File: src/design/ex_pkg.sv
// Execute stage package with data width, ALU operation codes and multiplier radix limits
`default_nettype none

package ex_pkg;

  // Datapath word width
  localparam int unsigned XLEN = 32;

  // Width of the operation code from decode
  localparam int unsigned ALU_OP_WIDTH = 5;

  // Bits of operand b retired per multiplier step
  localparam int unsigned MULT_RADIX_LOG2_MIN = 1;
  localparam int unsigned MULT_RADIX_LOG2_MAX = 4;

  ////////////////////////////////////////////////////////////
  // ALU operations
  ////////////////////////////////////////////////////////////

  // Bit 4 marks the branch compares
  // Bits 3:2 group the remaining units
  typedef enum logic [ALU_OP_WIDTH-1:0] {
    // Adder
    ALU_ADD  = 5'b00000,
    ALU_SUB  = 5'b00001,
    // Logic unit
    ALU_XOR  = 5'b00100,
    ALU_OR   = 5'b00101,
    ALU_AND  = 5'b00110,
    // Shifter
    ALU_SLL  = 5'b01000,
    ALU_SRL  = 5'b01001,
    ALU_SRA  = 5'b01010,
    // Set less than, result written back
    ALU_SLT  = 5'b01100,
    ALU_SLTU = 5'b01101,
    // Branch compares, result goes to the branch decision only
    ALU_EQ   = 5'b10000,
    ALU_NE   = 5'b10001,
    ALU_LT   = 5'b10010,
    ALU_GE   = 5'b10011,
    ALU_LTU  = 5'b10100,
    ALU_GEU  = 5'b10101
  } alu_op_e;

endpackage

`default_nettype wire
File: src/design/ex_stage_top.sv
// Execute stage top joining the ID/EX operand latch and the execute block
`default_nettype none
`timescale 1ns/1ps

module ex_stage_top #(
  // Multiplier bits per step, 1, 2 or 4
  parameter int unsigned RADIX_LOG2 = 2
) (
  input  logic                    clk,
  input  logic                    rst_n_i,
  // Issue from decode
  input  logic                    issue_i,
  input  ex_pkg::alu_op_e         alu_operator_i,
  input  logic                    mult_en_i,
  input  logic [ex_pkg::XLEN-1:0] alu_operand_a_i,
  input  logic [ex_pkg::XLEN-1:0] alu_operand_b_i,
  input  logic [4:0]              shifter_amt_i,
  // Results
  output logic [ex_pkg::XLEN-1:0] regfile_wdata_o,
  output logic [ex_pkg::XLEN-1:0] alu_adder_result_o,
  output logic [ex_pkg::XLEN-1:0] jump_target_o,
  output logic                    branch_decision_o,
  output logic                    ex_ready_o,
  output logic                    ex_valid_o
);

  import ex_pkg::*;

  // ID/EX register toward execute
  alu_op_e         ex_operator;
  logic            ex_mult_en;
  logic [XLEN-1:0] ex_operand_a;
  logic [XLEN-1:0] ex_operand_b;
  logic [4:0]      ex_shifter_amt;
  logic            ex_op_valid;
  logic            ex_mult_start;
  logic            ex_mult_busy;

  ex_operand_latch operand_latch_i (
    .clk             ( clk             ),
    .rst_n_i         ( rst_n_i         ),
    .issue_i         ( issue_i         ),
    .alu_operator_i  ( alu_operator_i  ),
    .mult_en_i       ( mult_en_i       ),
    .alu_operand_a_i ( alu_operand_a_i ),
    .alu_operand_b_i ( alu_operand_b_i ),
    .shifter_amt_i   ( shifter_amt_i   ),
    .mult_busy_i     ( ex_mult_busy    ),
    .operator_o      ( ex_operator     ),
    .mult_en_o       ( ex_mult_en      ),
    .operand_a_o     ( ex_operand_a    ),
    .operand_b_o     ( ex_operand_b    ),
    .shifter_amt_o   ( ex_shifter_amt  ),
    .op_valid_o      ( ex_op_valid     ),
    .mult_start_o    ( ex_mult_start   ),
    .ex_ready_o      ( ex_ready_o      )
  );

  ex_block #(
    .RADIX_LOG2 ( RADIX_LOG2 )
  ) ex_block_i (
    .clk                   ( clk                ),
    .rst_n_i               ( rst_n_i            ),
    .alu_operator_i        ( ex_operator        ),
    .mult_en_i             ( ex_mult_en         ),
    .alu_operand_a_i       ( ex_operand_a       ),
    .alu_operand_b_i       ( ex_operand_b       ),
    .shifter_amt_i         ( ex_shifter_amt     ),
    .op_valid_i            ( ex_op_valid        ),
    .mult_start_i          ( ex_mult_start      ),
    .alu_adder_result_ex_o ( alu_adder_result_o ),
    .regfile_wdata_ex_o    ( regfile_wdata_o    ),
    .jump_target_o         ( jump_target_o      ),
    .branch_decision_o     ( branch_decision_o  ),
    .mult_busy_o           ( ex_mult_busy       ),
    .ex_valid_o            ( ex_valid_o         )
  );

endmodule

`default_nettype wire

File: src/design/ex_block.sv
// Execute block hosting ALU and multiplier, selecting write-back data and valid
`default_nettype none
`timescale 1ns/1ps

module ex_block #(
  parameter int unsigned RADIX_LOG2 = 2
) (
  input  logic                    clk,
  input  logic                    rst_n_i,
  // Held operation from the ID/EX register
  input  ex_pkg::alu_op_e         alu_operator_i,
  input  logic                    mult_en_i,
  input  logic [ex_pkg::XLEN-1:0] alu_operand_a_i,
  input  logic [ex_pkg::XLEN-1:0] alu_operand_b_i,
  input  logic [4:0]              shifter_amt_i,
  input  logic                    op_valid_i,
  input  logic                    mult_start_i,
  // Results
  output logic [ex_pkg::XLEN-1:0] alu_adder_result_ex_o,
  output logic [ex_pkg::XLEN-1:0] regfile_wdata_ex_o,
  // Jump and branch toward fetch
  output logic [ex_pkg::XLEN-1:0] jump_target_o,
  output logic                    branch_decision_o,
  output logic                    mult_busy_o,
  output logic                    ex_valid_o
);

  import ex_pkg::*;

  localparam int unsigned MULT_STEPS = XLEN / RADIX_LOG2;

  logic [XLEN-1:0] alu_result;
  logic [XLEN-1:0] mult_result;
  logic            alu_cmp_result;
  logic            mult_done;

  // Write-back source follows the held multiply flag
  assign regfile_wdata_ex_o = mult_en_i ? mult_result : alu_result;

  // Branch handling
  assign branch_decision_o = alu_cmp_result;
  assign jump_target_o     = alu_adder_result_ex_o;

  // ALU results valid in the capture cycle, products on done
  assign ex_valid_o = mult_en_i ? mult_done : op_valid_i;

  ////////////////////////////////////////////////////////////
  // Units
  ////////////////////////////////////////////////////////////

  ex_alu alu_i (
    .clk                 ( clk                   ),
    .operator_i          ( alu_operator_i        ),
    .operand_a_i         ( alu_operand_a_i       ),
    .operand_b_i         ( alu_operand_b_i       ),
    .shifter_amt_i       ( shifter_amt_i         ),
    .adder_result_o      ( alu_adder_result_ex_o ),
    .result_o            ( alu_result            ),
    .comparison_result_o ( alu_cmp_result        )
  );

  ex_mult #(
    .RADIX_LOG2 ( RADIX_LOG2 )
  ) mult_i (
    .clk      ( clk             ),
    .rst_n_i  ( rst_n_i         ),
    .start_i  ( mult_start_i    ),
    .op_a_i   ( alu_operand_a_i ),
    .op_b_i   ( alu_operand_b_i ),
    .busy_o   ( mult_busy_o     ),
    .done_o   ( mult_done       ),
    .result_o ( mult_result     )
  );

  // Every started multiply reports valid after exactly its step count
  a_mult_latency : assert property (@(posedge clk) disable iff (!rst_n_i)
    mult_start_i |-> ##MULT_STEPS ex_valid_o);

endmodule

`default_nettype wire

File: src/design/ex_operand_latch.sv
// ID/EX register that captures an issued operation and stalls the issuer during a multiply
`default_nettype none
`timescale 1ns/1ps

module ex_operand_latch (
  input  logic                    clk,
  input  logic                    rst_n_i,
  // Operation from decode
  input  logic                    issue_i,
  input  ex_pkg::alu_op_e         alu_operator_i,
  input  logic                    mult_en_i,
  input  logic [ex_pkg::XLEN-1:0] alu_operand_a_i,
  input  logic [ex_pkg::XLEN-1:0] alu_operand_b_i,
  input  logic [4:0]              shifter_amt_i,
  // Multiplier state from the execute block
  input  logic                    mult_busy_i,
  // Held operation toward the execute block
  output ex_pkg::alu_op_e         operator_o,
  output logic                    mult_en_o,
  output logic [ex_pkg::XLEN-1:0] operand_a_o,
  output logic [ex_pkg::XLEN-1:0] operand_b_o,
  output logic [4:0]              shifter_amt_o,
  output logic                    op_valid_o,
  output logic                    mult_start_o,
  output logic                    ex_ready_o
);

  import ex_pkg::*;

  alu_op_e         operator_q;
  logic [XLEN-1:0] operand_a_q;
  logic [XLEN-1:0] operand_b_q;
  logic [4:0]      shifter_amt_q;
  logic            mult_en_q;
  logic            op_valid_q;
  logic            accept;

  // Issue counts only while ready
  assign accept = issue_i & ex_ready_o;

  // Control bits
  always_ff @(posedge clk or negedge rst_n_i) begin
    if (!rst_n_i) begin
      op_valid_q <= 1'b0;
      mult_en_q  <= 1'b0;
    end else begin
      op_valid_q <= accept;
      if (accept) begin
        mult_en_q <= mult_en_i;
      end
    end
  end

  // Operation payload, held until the next issue
  always_ff @(posedge clk) begin
    if (accept) begin
      operator_q    <= alu_operator_i;
      operand_a_q   <= alu_operand_a_i;
      operand_b_q   <= alu_operand_b_i;
      shifter_amt_q <= shifter_amt_i;
    end
  end

  assign operator_o    = operator_q;
  assign mult_en_o     = mult_en_q;
  assign operand_a_o   = operand_a_q;
  assign operand_b_o   = operand_b_q;
  assign shifter_amt_o = shifter_amt_q;
  assign op_valid_o    = op_valid_q;

  // Start pulse in the capture cycle of a multiply
  assign mult_start_o = op_valid_q & mult_en_q;

  // Start covers the gap before the multiplier reports busy
  assign ex_ready_o = ~(mult_start_o | mult_busy_i);

  // Decode must hold issue while the stage stalls
  a_issue_when_ready : assert property (@(posedge clk) disable iff (!rst_n_i)
    issue_i |-> ex_ready_o);

endmodule

`default_nettype wire

File: src/design/ex_mult.sv
// Iterative shift-and-add multiplier returning the low word of the product
`default_nettype none
`timescale 1ns/1ps

module ex_mult #(
  // Operand b bits retired per step
  parameter int unsigned RADIX_LOG2 = 2
) (
  input  logic                    clk,
  input  logic                    rst_n_i,
  input  logic                    start_i,
  input  logic [ex_pkg::XLEN-1:0] op_a_i,
  input  logic [ex_pkg::XLEN-1:0] op_b_i,
  output logic                    busy_o,
  output logic                    done_o,
  output logic [ex_pkg::XLEN-1:0] result_o
);

  import ex_pkg::*;

  localparam int unsigned STEPS = XLEN / RADIX_LOG2;
  localparam int unsigned CNT_W = $clog2(STEPS + 1);

  // Radix must lie in range and divide the word
  if (RADIX_LOG2 < MULT_RADIX_LOG2_MIN || RADIX_LOG2 > MULT_RADIX_LOG2_MAX ||
      (XLEN % RADIX_LOG2) != 0) begin : g_radix_check
    $error("ex_mult: RADIX_LOG2 must be 1, 2 or 4");
  end

  logic             active_q;
  logic [CNT_W-1:0] count_q;
  logic [XLEN-1:0]  mcand_q;
  logic [XLEN-1:0]  mplier_q;
  logic [XLEN-1:0]  acc_q;
  logic [XLEN-1:0]  partial;
  logic [XLEN-1:0]  acc_next;
  logic             last_step;

  // Multiplicand times the low radix digit of the multiplier
  always_comb begin
    partial = '0;
    for (int unsigned i = 0; i < RADIX_LOG2; i++) begin
      if (mplier_q[i]) begin
        partial = partial + (mcand_q << i);
      end
    end
  end

  assign acc_next = acc_q + partial;

  // Final digit is added combinationally so done lands one cycle early
  assign last_step = active_q && (count_q == CNT_W'(1));

  ////////////////////////////////////////////////////////////
  // Step control
  ////////////////////////////////////////////////////////////

  always_ff @(posedge clk or negedge rst_n_i) begin
    if (!rst_n_i) begin
      active_q <= 1'b0;
      count_q  <= '0;
    end else if (start_i) begin
      active_q <= 1'b1;
      count_q  <= CNT_W'(STEPS);
    end else if (active_q) begin
      active_q <= ~last_step;
      count_q  <= count_q - CNT_W'(1);
    end
  end

  // Operand shift registers and accumulator
  always_ff @(posedge clk) begin
    if (start_i) begin
      mcand_q  <= op_a_i;
      mplier_q <= op_b_i;
      acc_q    <= '0;
    end else if (active_q) begin
      mcand_q  <= mcand_q << RADIX_LOG2;
      mplier_q <= mplier_q >> RADIX_LOG2;
      acc_q    <= acc_next;
    end
  end

  assign done_o   = last_step;
  // Busy clears in the done cycle so the issuer sees ready there
  assign busy_o   = active_q & ~last_step;
  assign result_o = acc_next;

  // A new start only once the previous product is out
  a_no_start_when_busy : assert property (@(posedge clk) disable iff (!rst_n_i)
    start_i |-> !busy_o);

  // Done ends the operation, no restart in the done cycle
  a_idle_after_done : assert property (@(posedge clk) disable iff (!rst_n_i)
    done_o |=> !busy_o);

endmodule

`default_nettype wire

File: src/design/ex_alu.sv
// ALU of the execute stage with shared adder, logic unit, shifter and comparator
`default_nettype none
`timescale 1ns/1ps

module ex_alu (
  // Sampling clock for the operator check
  input  logic                    clk,
  input  ex_pkg::alu_op_e         operator_i,
  input  logic [ex_pkg::XLEN-1:0] operand_a_i,
  input  logic [ex_pkg::XLEN-1:0] operand_b_i,
  input  logic [4:0]              shifter_amt_i,
  output logic [ex_pkg::XLEN-1:0] adder_result_o,
  output logic [ex_pkg::XLEN-1:0] result_o,
  output logic                    comparison_result_o
);

  import ex_pkg::*;

  // Adder
  logic                   adder_sub;
  logic [XLEN-1:0]        adder_op_b;
  logic [XLEN:0]          adder_full;

  // Comparator
  logic                   is_equal;
  logic                   is_less_s;
  logic                   is_less_u;

  // Shifter
  logic                   shift_left;
  logic                   shift_arith;
  logic [XLEN-1:0]        shift_op_a;
  logic [XLEN:0]          shift_ext;
  logic signed [XLEN:0]   shift_full;
  logic [XLEN-1:0]        shift_right;
  logic [XLEN-1:0]        shift_result;

  ////////////////////////////////////////////////////////////
  // Adder
  ////////////////////////////////////////////////////////////

  // Subtract for SUB and for every compare
  always_comb begin
    case (operator_i)
      ALU_SUB, ALU_SLT, ALU_SLTU,
      ALU_EQ, ALU_NE, ALU_LT, ALU_GE, ALU_LTU, ALU_GEU: adder_sub = 1'b1;
      default:                                          adder_sub = 1'b0;
    endcase
  end

  // Two's complement of b via inversion plus carry in
  assign adder_op_b = adder_sub ? ~operand_b_i : operand_b_i;
  assign adder_full = {1'b0, operand_a_i} + {1'b0, adder_op_b} + {{XLEN{1'b0}}, adder_sub};

  assign adder_result_o = adder_full[XLEN-1:0];

  ////////////////////////////////////////////////////////////
  // Comparator
  ////////////////////////////////////////////////////////////

  // Difference is zero on equal operands
  assign is_equal  = (adder_result_o == '0);
  // No carry out of a - b means a borrow, so a < b unsigned
  assign is_less_u = ~adder_full[XLEN];
  // Signs differ: a is less when a is negative
  // Signs equal: no overflow, sign of the difference decides
  assign is_less_s = (operand_a_i[XLEN-1] ^ operand_b_i[XLEN-1]) ? operand_a_i[XLEN-1]
                                                                 : adder_result_o[XLEN-1];

  always_comb begin
    case (operator_i)
      ALU_EQ:            comparison_result_o = is_equal;
      ALU_NE:            comparison_result_o = ~is_equal;
      ALU_LT, ALU_SLT:   comparison_result_o = is_less_s;
      ALU_GE:            comparison_result_o = ~is_less_s;
      ALU_LTU, ALU_SLTU: comparison_result_o = is_less_u;
      ALU_GEU:           comparison_result_o = ~is_less_u;
      default:           comparison_result_o = 1'b0;
    endcase
  end

  ////////////////////////////////////////////////////////////
  // Shifter
  ////////////////////////////////////////////////////////////

  assign shift_left  = (operator_i == ALU_SLL);
  assign shift_arith = (operator_i == ALU_SRA);

  // Left shift runs on the bit-reversed operand through the right shifter
  always_comb begin
    for (int i = 0; i < XLEN; i++) begin
      shift_op_a[i] = shift_left ? operand_a_i[XLEN-1-i] : operand_a_i[i];
    end
  end

  // Extra top bit carries the sign fill for SRA only
  assign shift_ext   = {shift_arith & operand_a_i[XLEN-1], shift_op_a};
  assign shift_full  = $signed(shift_ext) >>> shifter_amt_i;
  assign shift_right = shift_full[XLEN-1:0];

  // Undo the reversal for left shifts
  always_comb begin
    for (int i = 0; i < XLEN; i++) begin
      shift_result[i] = shift_left ? shift_right[XLEN-1-i] : shift_right[i];
    end
  end

  ////////////////////////////////////////////////////////////
  // Result mux
  ////////////////////////////////////////////////////////////

  always_comb begin
    case (operator_i)
      ALU_ADD, ALU_SUB:          result_o = adder_result_o;
      ALU_XOR:                   result_o = operand_a_i ^ operand_b_i;
      ALU_OR:                    result_o = operand_a_i | operand_b_i;
      ALU_AND:                   result_o = operand_a_i & operand_b_i;
      ALU_SLL, ALU_SRL, ALU_SRA: result_o = shift_result;
      ALU_SLT, ALU_SLTU:         result_o = {{(XLEN-1){1'b0}}, comparison_result_o};
      // Branch compares write nothing back
      default:                   result_o = '0;
    endcase
  end

  // Operator from the ID/EX register must be a defined operation
  a_legal_operator : assert property (@(posedge clk)
    operator_i inside {ALU_ADD, ALU_SUB, ALU_XOR, ALU_OR, ALU_AND,
                       ALU_SLL, ALU_SRL, ALU_SRA, ALU_SLT, ALU_SLTU,
                       ALU_EQ, ALU_NE, ALU_LT, ALU_GE, ALU_LTU, ALU_GEU});

endmodule

`default_nettype wire

File: config.mk
export PLATFORM = sky130hd
export DESIGN_NAME = ex_stage_top
export DESIGN_NICKNAME = d
export VERILOG_FILES = /design/src/design/ex_pkg.sv /design/src/design/ex_stage_top.sv /design/src/design/ex_block.sv /design/src/design/ex_operand_latch.sv /design/src/design/ex_mult.sv /design/src/design/ex_alu.sv
export SDC_FILE = /design/constraint.sdc
export NUM_CORES = 1
export LEC_CHECK = 0
export BUFFER_PORTS_ARGS = -buffer_cell sky130_fd_sc_hd__buf_2
export CAP_MARGIN = 15
export CORE_ASPECT_RATIO = 1.75
export CORE_MARGIN = 2
export CORE_UTILIZATION = 40
export CTS_BUF_LIST = sky130_fd_sc_hd__clkbuf_4
export CTS_CLUSTER_DIAMETER = 60
export CTS_CLUSTER_SIZE = 8
export DETAILED_ROUTE_END_ITERATION = 6
export HOLD_SLACK_MARGIN = 0.03
export SYNTH_ARGS = -nofsm -noshare
export SYNTH_HDL_FRONTEND = slang
export SYNTH_SLANG_ARGS = --single-unit
File: constraint.sdc
create_clock -name clk -period 6.46 [get_ports clk]
set_input_delay 1.615 -clock clk [delete_from_list [all_inputs] [get_ports clk]]
set_output_delay 1.615 -clock clk [all_outputs]
set_load 0.02 [all_outputs]
# After elaboration in Yosys (flattened, before gate mapping)
# Memories as Yosys holds them, arrays and structs flattened. A register that Yosys moved wholly into a read port is not among the register bits.
# Cells that the tools add are included.
[totals] rom_bits=32 out_inout_bits=99 inputBits=78 reg_bits=178 memories=1 wordCells=139
[classes] n_bitwise=15 shifts=1 muxes=81 n_eq_ne=16 reduce_logical=9 n_addsub=5
[mem_list] memory="(name not given)" depth=32 word_bits=1 rd=1 rd_ports_with_merged_regs=1 write_ports=0 line="ex_alu.sv:44" text="case (operator_i)"
[op_table] cell="$mux W32" count=8
[op_table] cell="$pmux W32 S6" count=1
[op_table] cell="$mux W1" count=68
[op_table] cell="$add A32 B32 Y32" count=2
[op_table] cell="$add A32 B32 Y33" count=1
[op_table] cell="$add A33 B1 Y33" count=1
[op_table] cell="$sshr A33 B5 Y32" count=1
[op_table] cell="$and A32 B32 Y32" count=1
[op_table] cell="$logic_not A32 Y1" count=1
[op_table] cell="$not A32 Y32" count=1
[op_table] cell="$or A32 B32 Y32" count=1
[op_table] cell="$xor A32 B32 Y32" count=1
[op_table] cell="$eq A5 B5 Y1 const B" count=6
[op_table] cell="$eq A5 B4 Y1 const B" count=5
[op_table] cell="$eq A5 B3 Y1 const B" count=3
[op_table] cell="$mux W5" count=3
[op_table] cell="$eq A5 B1 Y1 const B" count=2
[op_table] cell="$reduce_or A2 Y1" count=4
[op_table] cell="$pmux W1 S6" count=1
[op_table] cell="$logic_not A5 Y1" count=1
[op_table] cell="$not A1 Y1" count=5
[op_table] cell="$sub A5 B1 Y5 const B" count=1
[op_table] cell="$and A1 B1 Y1" count=4
[op_table] cell="$reduce_or A3 Y1" count=1
[op_table] cell="4 further kinds" count=4

# Depth between registers and ports, before layout
# Gate-level depths: netlist of run 1.
[logic_depth] word_depth=9 ltp_mapped=27 ltp_nobuf=26

# Cells and area by module
# A second synthesis of run 1 with hierarchy kept.
[unflattened] cells_unflattened=2030 area_unflattened_um2=18385.1
[by_module_without_submodules] module="ex_mult" seq_area_each_um2=2712.6 area_per_inst_um2=8197.9 n_inst=1 cells_each=905
[by_module_without_submodules] module="ex_alu" seq_area_each_um2=0.0 area_per_inst_um2=7063.0 n_inst=1 cells_each=972
[by_module_without_submodules] module="ex_operand_latch" seq_area_each_um2=2272.2 area_per_inst_um2=2328.5 n_inst=1 cells_each=84
[by_module_without_submodules] module="ex_block" seq_area_each_um2=0.0 area_per_inst_um2=795.8 n_inst=1 cells_each=69

# Worst setup path after synthesis of run 1
# No wires, ideal clock.
[synth_path] path_type="register -> output" startpoint="register ex_block_i.mult_i.mcand_q[1]" endpoint="output regfile_wdata_o[31] (netlist name)" path_buffers=0 t_required_ns=4.845 path_stages_with_launch=24 t_arrival_ns=5.478 path_slack_ns=-0.633 cell_sequence="edfxtp_1 and2_1 ha_1 fa_1 a211oi_1 o21ai_0 a2111oi_1 nor4b_1 or2_2 a21o_1 a21oi_1 xnor2_1 mux2_2 ha_1 and3_1 and2_1 nand3_1 a21oi_1 nor2_1 a221oi_1 a41oi_1 a211o_1 xor2_1 o211ai_1"
[synth_via] elab_chain_cells=5
[synth_lines] element="start: declaration" line="ex_mult.sv:32" text="logic [XLEN-1:0] mcand_q;"
[synth_lines] element="start signal: assignment" line="ex_mult.sv:74" text="mcand_q <= op_a_i;"
[synth_lines] element="start signal: assignment" line="ex_mult.sv:78" text="mcand_q <= mcand_q << RADIX_LOG2;"
[synth_lines] element="$mux W32" line="ex_mult.sv:43" text="if (mplier_q[i]) begin"
[synth_lines] element="$add A32 B32 Y32" line="ex_mult.sv:44" text="partial = partial + (mcand_q << i);"
[synth_lines] element="$mux W32 (*)" line="ex_mult.sv:43"
[synth_lines] element="$add A32 B32 Y32 (*)" line="ex_mult.sv:49" text="assign acc_next = acc_q + partial;"
[synth_lines] element="$mux W32 (*)" line="ex_block.sv:38" text="assign regfile_wdata_ex_o = mult_en_i ? mult_result : alu_result;"
[synth_lines] element="end: declaration" line="ex_stage_top.sv:19" text="output logic [ex_pkg::XLEN-1:0] regfile_wdata_o,"
# Mark *: on every way between the ends. The rest lies on a longest branch, timed or not.

# Final worst setup path of run 1
[layout_path] startpoint="register ex_block_i.mult_i.mplier_q[0]" endpoint="output regfile_wdata_o[31] (netlist name)"
[layout_via] elab_chain_cells=5
[layout_lines] element="start: declaration" line="ex_mult.sv:33" text="logic [XLEN-1:0] mplier_q;"
[layout_lines] element="start signal: assignment" line="ex_mult.sv:75" text="mplier_q <= op_b_i;"
[layout_lines] element="start signal: assignment" line="ex_mult.sv:79" text="mplier_q <= mplier_q >> RADIX_LOG2;"
[layout_lines] element="$mux W32 (*)" line="ex_mult.sv:43"
[layout_lines] element="$add A32 B32 Y32" line="ex_mult.sv:44"
[layout_lines] element="$mux W32 (*)" line="ex_mult.sv:43"
[layout_lines] element="$add A32 B32 Y32 (*)" line="ex_mult.sv:49"
[layout_lines] element="$mux W32 (*)" line="ex_block.sv:38"
# Marked as above.

==> results.sh, run 1 <==
export IMPL_synth_xor_area_frac=0.06318
export IMPL_cts_htree_levels=4
export IMPL_grt_overflow=0
export IMPL_dpl_instance_area_um2=19370
export IMPL_rows=99
export IMPL_required_ps=4850
export IMPL_cts_root_buffer="clkbuf_4"
export IMPL_synth_distinct_cells=97
export IMPL_hold_violations=0
export IMPL_rr_worst_depth=25
export IMPL_hold_path_startpoint="ex_block_i.mult_i.acc_q[12]"
export IMPL_synth_area_per_cell_um2=8.904
export IMPL_drc_errors=0
export IMPL_io_buffers=176
export IMPL_ys_seq_area_frac=0.2966
export IMPL_grt_pass1_vias=15860
export IMPL_nets=2440
export IMPL_timing_rr_end="ex_block_i.mult_i.acc_q[31]"
export IMPL_yosysTopAreaCell="edfxtp_1"
export IMPL_drt_first_pass_iters=5
export IMPL_wl_um=62290
export IMPL_die_h_um=275.7
export IMPL_async_flop_share=0.04469
export IMPL_grt_max_degree=77
export IMPL_r2r_start="ex_block_i.mult_i.mplier_q[0]"
export IMPL_fin_area_um2=21150
export IMPL_final_cells=2769
export IMPL_cts_buffers=17
export IMPL_crit_path_start_kind="flip-flop"
export IMPL_ant_nets=0
export IMPL_drv_slew=0
export IMPL_rsz0062_at_grt="yes"
export IMPL_first_iter_violations=1081
export IMPL_crit_arrival_ps=6030
export IMPL_numClockSinks=179
export IMPL_synthSimpleGateAreaFrac=0.1308
export IMPL_clock_latency_ps=680
export IMPL_netlist_instances=1895
export IMPL_synth_most_common_cell="a21oi_1"
export IMPL_synthMuxAreaShare=0.1011
export IMPL_cts_tree="yes"
export IMPL_synth_top_family_by_area="compound AO/OA/AOI/OAI gates"
export IMPL_grt_pass1_wl_um=93570
export IMPL_core_um2=41620
export IMPL_max_slew_worst_pin_slew_ps=1019
export IMPL_synth_edf_count=138
export IMPL_synth_adder_area_share=0.1222
export IMPL_post_route_period_util=1.184
export IMPL_vias=15750
export IMPL_synth_compound_area_frac=0.2199
export IMPL_ctsHoldBuffers=0
export IMPL_r2r_slack_ps=1170
export IMPL_die_w_um=159.3
export IMPL_clkSlewWorstSetupHoldPaths_ps=160
export IMPL_clock_path_buffers=2
export IMPL_cp_max_fo=4
export IMPL_yosys_top_cells_area="edfxtp_1, ha_1, mux2i_1, a21oi_1, o21ai_0"
export IMPL_min_path_cells=2
export IMPL_fillCellCount=4033
export IMPL_synth_nets=2136
export IMPL_dieArea_um2=43910
export IMPL_initial_core_util=0.4054
export IMPL_grt_antenna_before_repair=2
export IMPL_grtUsageTotal=0.2805
export IMPL_worstSetupPathType="reg2out"
export IMPL_drive_gt1_frac=0.3024
export IMPL_post_dp_hpwl_um=49400
export IMPL_final_setup_worst_slack_ps=-1190
export IMPL_holdPathEnd="ex_block_i.mult_i.acc_q[12]"
export IMPL_ys_warn_count=0
export IMPL_synth_area_um2=16870
export IMPL_place_congestion=0.9940
export IMPL_fmax_mhz=130.7
export IMPL_hold_path_class="reg2reg"
export IMPL_fin_crit_ps=7650
export IMPL_io_pins=177
export IMPL_dp_slack_ps=-673.6
export IMPL_viasPerCell=5.687
export IMPL_worst_hold_slack_ps=494.4
export IMPL_skew_ps=42.27
export IMPL_wl_per_cell_um=22.50
export IMPL_cap_violations=0
export IMPL_ys_flop_type="edfxtp_1"
export IMPL_status="finished, violations left"
export IMPL_setup_viol=21
export IMPL_violations="setup timing"
export IMPL_synthTopCellsByCount="a21oi_1, ha_1, nand2_1"
export IMPL_ys_ff_latch=179
export IMPL_dp_cells=2689
export IMPL_relSlewSlack=0.3209
export IMPL_cp_end_kind="output pin"
export IMPL_area_growth_pct=25.32
export IMPL_yosys_area_top_type_share=0.2456
[how the worst max path moves through the flow]
stage	cells after the start	startpoint	slack, ps	to
after detailed placement	29	ex_block_i.mult_i.mplier_q[0]	-670	regfile_wdata_o[30]
after CTS	26	ex_block_i.mult_i.mplier_q[0]	-1180	regfile_wdata_o[31]
after global routing	28	ex_block_i.mult_i.mplier_q[0]	-1430	regfile_wdata_o[27]
after floorplan	23	ex_block_i.mult_i.mcand_q[1]	-150	regfile_wdata_o[31]
after global placement	29	ex_block_i.mult_i.mplier_q[0]	-580	regfile_wdata_o[30]
final	26	ex_block_i.mult_i.mplier_q[0]	-1190	regfile_wdata_o[31]
[per-layer routing]
metal | track usage | vias to the layer above | share of wire | routed length (um)
met5 | 0 | - | 0 | 0
met4 | 0.2031 | 0 | 0.081 | 5061
met1 | 0.2945 | 7582 | 0.36 | 22540
li1 | - | 7516 | - | -
met3 | 0.02810 | 173 | 0.037 | 2290
met2 | 0.5223 | 477 | 0.52 | 32400
[registers in the layout, indices dropped and copies added, names as in the netlist]
name and cells:
ex_block_i.mult_i.mcand_q 32, operand_latch_i.mult_en_o 1, ex_block_i.mult_i.count_q 5, operand_latch_i.operator_o 5
operand_latch_i.operand_b_o 32, operand_latch_i.op_valid_o 1, ex_block_i.alu_i.adder_sub 1, operand_latch_i.shifter_amt_o 5
operand_latch_i.operand_a_o 32, ex_block_i.mult_i.mplier_q 32, ex_block_i.mult_i.active_q 1, ex_block_i.mult_i.acc_q 32
[cells in the final DEF, fill, tap and decap left out, types with 27 or more instances in the layout]
master	count
buf_4	234
a21oi_1	160
buf_2	157
nand2_1	147
ha_1	141
edfxtp_1	138
o21ai_0	128
nor2_1	117
mux2i_1	113
inv_1	96
xor2_1	57
xnor2_1	45
a21o_1	42
and2_1	33
a211oi_1	33
dfxtp_1	32
buf_6	30
a22oi_1	28
mux2_2	27
[kinds of logic after synthesis]
group / after synthesis
mux: 155
xor+xnor: 120
simple gates: 453
fa+ha+maj: 163
compound gates: 587
buf+inv: 238
flops: 179
[critical path, cell delays in order (launching register included)]
cell,delay [ps]
edfxtp_1,440
and2_4,190
ha_4,160
fa_2,380
a211oi_4,240
o21ai_2,110
a2111oi_4,320
buf_4,180
nor4b_4,50
or2_4,260
a21oi_2,130
xnor2_1,70
mux2_2,270
ha_1,370
buf_4,140
nand3_1,110
nand2_1,110
a21o_1,200
buf_4,150
nor3_1,50
a221oi_2,330
a41oi_2,170
a211o_1,320
xor2_2,220
nand3b_1,110
o211ai_1,130
buf_4,180
[per-stage QoR]
step / utilization / setup TNS [ps]
2_1_floorplan: - / -190.8
3_3_place_gp: 0.4655 / -4119
3_5_place_dp: 0.4655 / -5126
4_1_cts: 0.4997 / -14770
5_1_grt: 0.5081 / -20010
6_report: 0.5081 / -14740
[final cells by class]
class / count / area [um^2] / share of cell area
sequential: 179 / 5010 / 0.2369
antenna: 2 / 5.005 / 0.0002367
multi-input combinational: 1478 / 11870 / 0.5612
timing repair buffer: 423 / 2915 / 0.1379
tap: 555 / 694.4 / 0.03284
clock inverter: 15 / 151.4 / 0.007159
inverter: 100 / 376.6 / 0.01781
clock buffer: 17 / 127.6 / 0.006035
[what timing repair did]
item | in CTS | in global routing
setup endpoints to repair | 25 | 29
resized for setup | 185 | 51
pin swaps | 92 | 40
buffers inserted | 36 | 17
Power of run 1 is not shown: default switching activity piles up to over one toggle a cycle in this logic, so the estimate is an artifact.
==> run 2: changes to the inputs <==
- MAX_ROUTING_LAYER: unset -> met4
==> results.sh, run 2 (synthesized netlist as in run 1, its figures left out) <==
export IMPL_cp_max_fo=5
export IMPL_dp_slack_ps=-619.2
export IMPL_io_buffers=176
export IMPL_post_route_period_util=1.161
export IMPL_grt_pass1_wl_um=93710
export IMPL_cap_violations=0
export IMPL_cts_tree="yes"
export IMPL_clkSlewWorstSetupHoldPaths_ps=150
export IMPL_drc_errors=3
export IMPL_viasPerCell=5.736
export IMPL_cts_root_buffer="clkbuf_4"
export IMPL_grt_max_degree=76
export IMPL_vias=15930
export IMPL_clock_latency_ps=650
export IMPL_cp_common_cell="a21oi_2"
export IMPL_skew_ps=35.67
export IMPL_required_ps=4850
export IMPL_drv_slew=0
export IMPL_r2r_start="ex_block_i.mult_i.mplier_q[0]"
export IMPL_wl_um=62600
export IMPL_dieArea_um2=43910
export IMPL_status="finished, violations left"
export IMPL_core_um2=41620
export IMPL_worstSetupPathType="reg2out"
export IMPL_initial_core_util=0.4054
export IMPL_max_slew_worst_pin_slew_ps=971.0
export IMPL_fillCellCount=4002
export IMPL_mostFrequentLayoutCells="buf_4, a21oi_1, buf_2, nand2_1, ha_1"
export IMPL_cts_buffers=17
export IMPL_setup_viol=21
export IMPL_crit_path_start_kind="flip-flop"
export IMPL_final_common_cell="buf_4"
export IMPL_first_iter_violations=896
export IMPL_clock_path_buffers=2
export IMPL_place_congestion=1.018
export IMPL_area_growth_pct=26.37
export IMPL_grtUsageTotal=0.2897
export IMPL_fmax_mhz=133.3
export IMPL_crit_arrival_ps=5890
export IMPL_numClockSinks=179
export IMPL_critPathMaxStageDelay_ps=430
export IMPL_hold_path_class="reg2reg"
export IMPL_grt_overflow=0
export IMPL_die_w_um=159.3
export IMPL_cts_htree_levels=4
export IMPL_io_pins=177
export IMPL_wl_per_cell_um=22.54
export IMPL_hold_path_startpoint="ex_block_i.mult_i.acc_q[12]"
export IMPL_rsz0062_at_grt="yes"
export IMPL_relSlewSlack=0.3458
export IMPL_nets=2449
export IMPL_cp_startpoint="ex_block_i.mult_i.mplier_q[0]"
export IMPL_hold_violations=0
export IMPL_ant_nets=0
export IMPL_cp_end_kind="output pin"
export IMPL_violations="DRC, setup timing"
export IMPL_rows=99
export IMPL_ctsHoldBuffers=0
export IMPL_worst_hold_slack_ps=505.9
export IMPL_drive_gt1_frac=0.3102
export IMPL_drt_first_pass_iters=7
export IMPL_final_setup_worst_slack_ps=-1043
export IMPL_grt_pass1_vias=16040
export IMPL_fin_crit_ps=7503
export IMPL_cpMaxStageDelayCell="edfxtp_1"
export IMPL_grt_antenna_before_repair=2
export IMPL_die_h_um=275.7
export IMPL_post_dp_hpwl_um=49460
## run 2: changes by cell type in the layout (fill, tap and decap cells not counted), moves of 4 or more
cell	before	now
o21ai_1	11	15
buf_4	234	246
nand2_4	1	5
o21ai_0	128	124
## run 2: worst paths after layout
| path | endpoint | slack [ps] | depth (start not counted) |
|---|---|---|---|
| setup / recovery | regfile_wdata_o[31] | -1040 | 28 |
| hold / removal | ex_block_i.mult_i.acc_q[12] | 510 | 2 |
| setup reg to reg | ex_block_i.mult_i.acc_q[31] | 960 | 29 |
| hold reg to reg | ex_block_i.mult_i.acc_q[12] | 510 | 2 |
| max in group asynchronous | ex_block_i.mult_i.active_q | 5490 | 1 |
| min in group asynchronous | ex_block_i.mult_i.count_q[0] | 780 | 1 |
## run 2: what timing repair did
| action | in CTS | in global routing |
|---|---|---|
| setup endpoints to repair | 23 | 29 |
| endpoints found under the hold margin | 0 | 0 |
| setup buffers | 35 | 31 |
| cloned | 1 | 0 |
| pin swaps | 100 | 53 |
| resized for setup | 200 | 49 |
## run 2: metrics by stage
stage	std cells	setup TNS, ps	cell area (um^2)	util
after global routing	2777	-17260	21320	0.5123
after detailed placement	2682	-4884	19330	0.4646
after floorplan	1895	-190.8	17000	-
after global placement	2682	-4014	19330	0.4646
final	2777	-12680	21320	0.5123
after CTS	2750	-12970	20890	0.5020
## run 2: layout make-up
cell class                      count  area (um^2)  area share
Antenna cell                        1        2.502   0.0001174
Clock buffer                       20        150.1    0.007041
Clock inverter                     12        130.1    0.006103
Inverter                          100        376.6     0.01766
Multi-Input combinational cell   1478        11940      0.5601
Sequential cell                   179         5010      0.2349
Tap cell                          555        694.4     0.03257
Timing Repair Buffer              432         3015      0.1414
## run 2: worst max-delay path, delay by kind of cell (launching register included)
family	cells	cell delay (ps)
xor gates and xnor gates	2	340
DFF	1	430
adders and majority gates	2	490
and+or+nand+nor	7	710
buffers and inverters	2	310
muxes	1	280
AOI/OAI and AO/OA	14	2680
## run 2: metal layers
layer | GRT usage | up-vias | share of wire
met5 | - | - | 0
met4 | 0.2057 | 0 | 0.083
met3 | 0.02585 | 187 | 0.038
met2 | 0.5302 | 488 | 0.52
met1 | 0.2901 | 7725 | 0.36
li1 | - | 7528 | -
Power of run 2 is left out for the same reason.
==> run 3: changes to the inputs <==
- CORE_UTILIZATION: 40 -> 30
- GPL_ROUTABILITY_DRIVEN: unset -> 0
- REMOVE_ABC_BUFFERS: unset -> 1
==> results.sh, run 3 (synthesized netlist as in run 1, its figures left out) <==
export IMPL_status="finished, violations left"
export IMPL_violations="setup timing"
export IMPL_wl_per_cell_um=21.86
export IMPL_cap_violations=0
export IMPL_nets=2482
export IMPL_cp_end_kind="output pin"
export IMPL_numClockSinks=179
export IMPL_drc_errors=0
export IMPL_cp_startpoint="ex_block_i.mult_i.mplier_q[0]"
export IMPL_io_buffers=176
export IMPL_rsz0062_at_grt="yes"
export IMPL_worstSetupPathType="reg2out"
export IMPL_area_growth_pct=30.69
export IMPL_die_h_um=317.7
export IMPL_viasPerCell=5.576
export IMPL_cp_common_cell="buf_4"
export IMPL_crit_path_start_kind="flip-flop"
export IMPL_cp_max_fo=3
export IMPL_mostFrequentLayoutCells="buf_4, a21oi_1, buf_2, nand2_1, edfxtp_1"
export IMPL_hold_path_class="reg2reg"
export IMPL_io_pins=177
export IMPL_relSlewSlack=0.3345
export IMPL_rr_worst_depth=29
export IMPL_hold_violations=0
export IMPL_max_slew_worst_pin_slew_ps=995.1
export IMPL_fillCellCount=5393
export IMPL_cts_buffers=17
export IMPL_grt_antenna_before_repair=1
export IMPL_die_w_um=183.3
export IMPL_critPathMaxStageDelay_ps=490
export IMPL_timing_rr_end="ex_block_i.mult_i.acc_q[31]"
export IMPL_skew_ps=38.69
export IMPL_final_setup_worst_slack_ps=-1449
export IMPL_vias=16490
export IMPL_worst_hold_slack_ps=509.2
export IMPL_dieArea_um2=58230
export IMPL_wl_um=64650
export IMPL_fin_util=0.3940
export IMPL_crit_path_end="regfile_wdata_o[31]"
export IMPL_drv_slew=0
export IMPL_post_dp_hpwl_um=49700
export IMPL_drt_first_pass_iters=6
export IMPL_grt_max_degree=68
export IMPL_crit_arrival_ps=6290
export IMPL_clock_path_buffers=2
export IMPL_rows=115
export IMPL_cts_tree="yes"
export IMPL_grt_pass1_wl_um=95580
export IMPL_core_um2=55970
export IMPL_grt_pass1_vias=16520
export IMPL_grt_overflow=0
export IMPL_r2r_slack_ps=760
export IMPL_first_iter_violations=1266
export IMPL_r2r_start="ex_block_i.mult_i.mplier_q[0]"
export IMPL_final_common_cell="buf_4"
export IMPL_cpMaxStageDelayCell="edfxtp_1"
export IMPL_required_ps=4850
export IMPL_cts_htree_levels=4
export IMPL_ctsHoldBuffers=0
export IMPL_initial_core_util=0.3015
export IMPL_ant_nets=0
export IMPL_clkSlewWorstSetupHoldPaths_ps=180
export IMPL_clock_latency_ps=720
export IMPL_fmax_mhz=126.4
export IMPL_drive_gt1_frac=0.3314
export IMPL_cts_root_buffer="clkbuf_4"
export IMPL_fin_crit_ps=7909
export IMPL_post_route_period_util=1.224
export IMPL_grtUsageTotal=0.2227
export IMPL_hold_path_startpoint="ex_block_i.mult_i.acc_q[12]"
export IMPL_setup_viol=22
run 3: layer usage:
metal / global-route usage / up-vias / part of all wire
li1: - / 7600 / -
met1: 0.2205 / 7938 / 0.35
met2: 0.3899 / 668 / 0.51
met3: 0.02497 / 281 / 0.047
met4: 0.1819 / 0 / 0.093
met5: - / - / 0
run 3: critical path, delay by kind of cell, from the launching register on:
kind	cells	cell delay (ps)
xor+xnor	2	250
flops	1	490
mux	1	270
fa+ha+maj	2	630
buf+inv	6	960
compound gates	10	2020
simple gates	7	940
run 3: worst min path at each step:
stage	to	cells after the start
floorplan	ex_block_i.mult_i.acc_q[12]	2
global placement	ex_block_i.mult_i.acc_q[12]	2
detailed placement	ex_block_i.mult_i.acc_q[12]	2
CTS	ex_block_i.mult_i.acc_q[12]	2
global route	ex_block_i.mult_i.acc_q[12]	2
finish	ex_block_i.mult_i.acc_q[12]	2
run 3: layout make-up:
cell class / count / area, um^2 / share of cell area
Clock buffer: 17 / 127.6 / 0.005787
Antenna cell: 1 / 2.502 / 0.0001135
Timing Repair Buffer: 465 / 3332 / 0.1511
Sequential cell: 179 / 5010 / 0.2272
Clock inverter: 15 / 183.9 / 0.008340
Multi-Input combinational cell: 1478 / 12140 / 0.5506
Tap cell: 702 / 878.3 / 0.03983
Inverter: 100 / 376.6 / 0.01708
run 3: what timing repair did:
| item | in CTS | in global routing |
|---|---|---|
| buffers inserted | 35 | 36 |
| resized for setup | 227 | 111 |
| endpoints found under the setup margin | 27 | 29 |
| gates cloned | 1 | 0 |
| pin swaps | 89 | 84 |
run 3: stage by stage:
step                setup slack [ps]  area (um^2)  TNS, ps  instances
floorplan                     -817.3        16130    -3616       1757
global placement               -1249        19610   -10800       2860
detailed placement             -1306        19610   -12810       2860
CTS                            -1479        21250   -16560       2926
global route                   -1711        22050   -25430       2957
finish                         -1449        22050   -20200       2957
Power of run 3 is left out for the same reason.
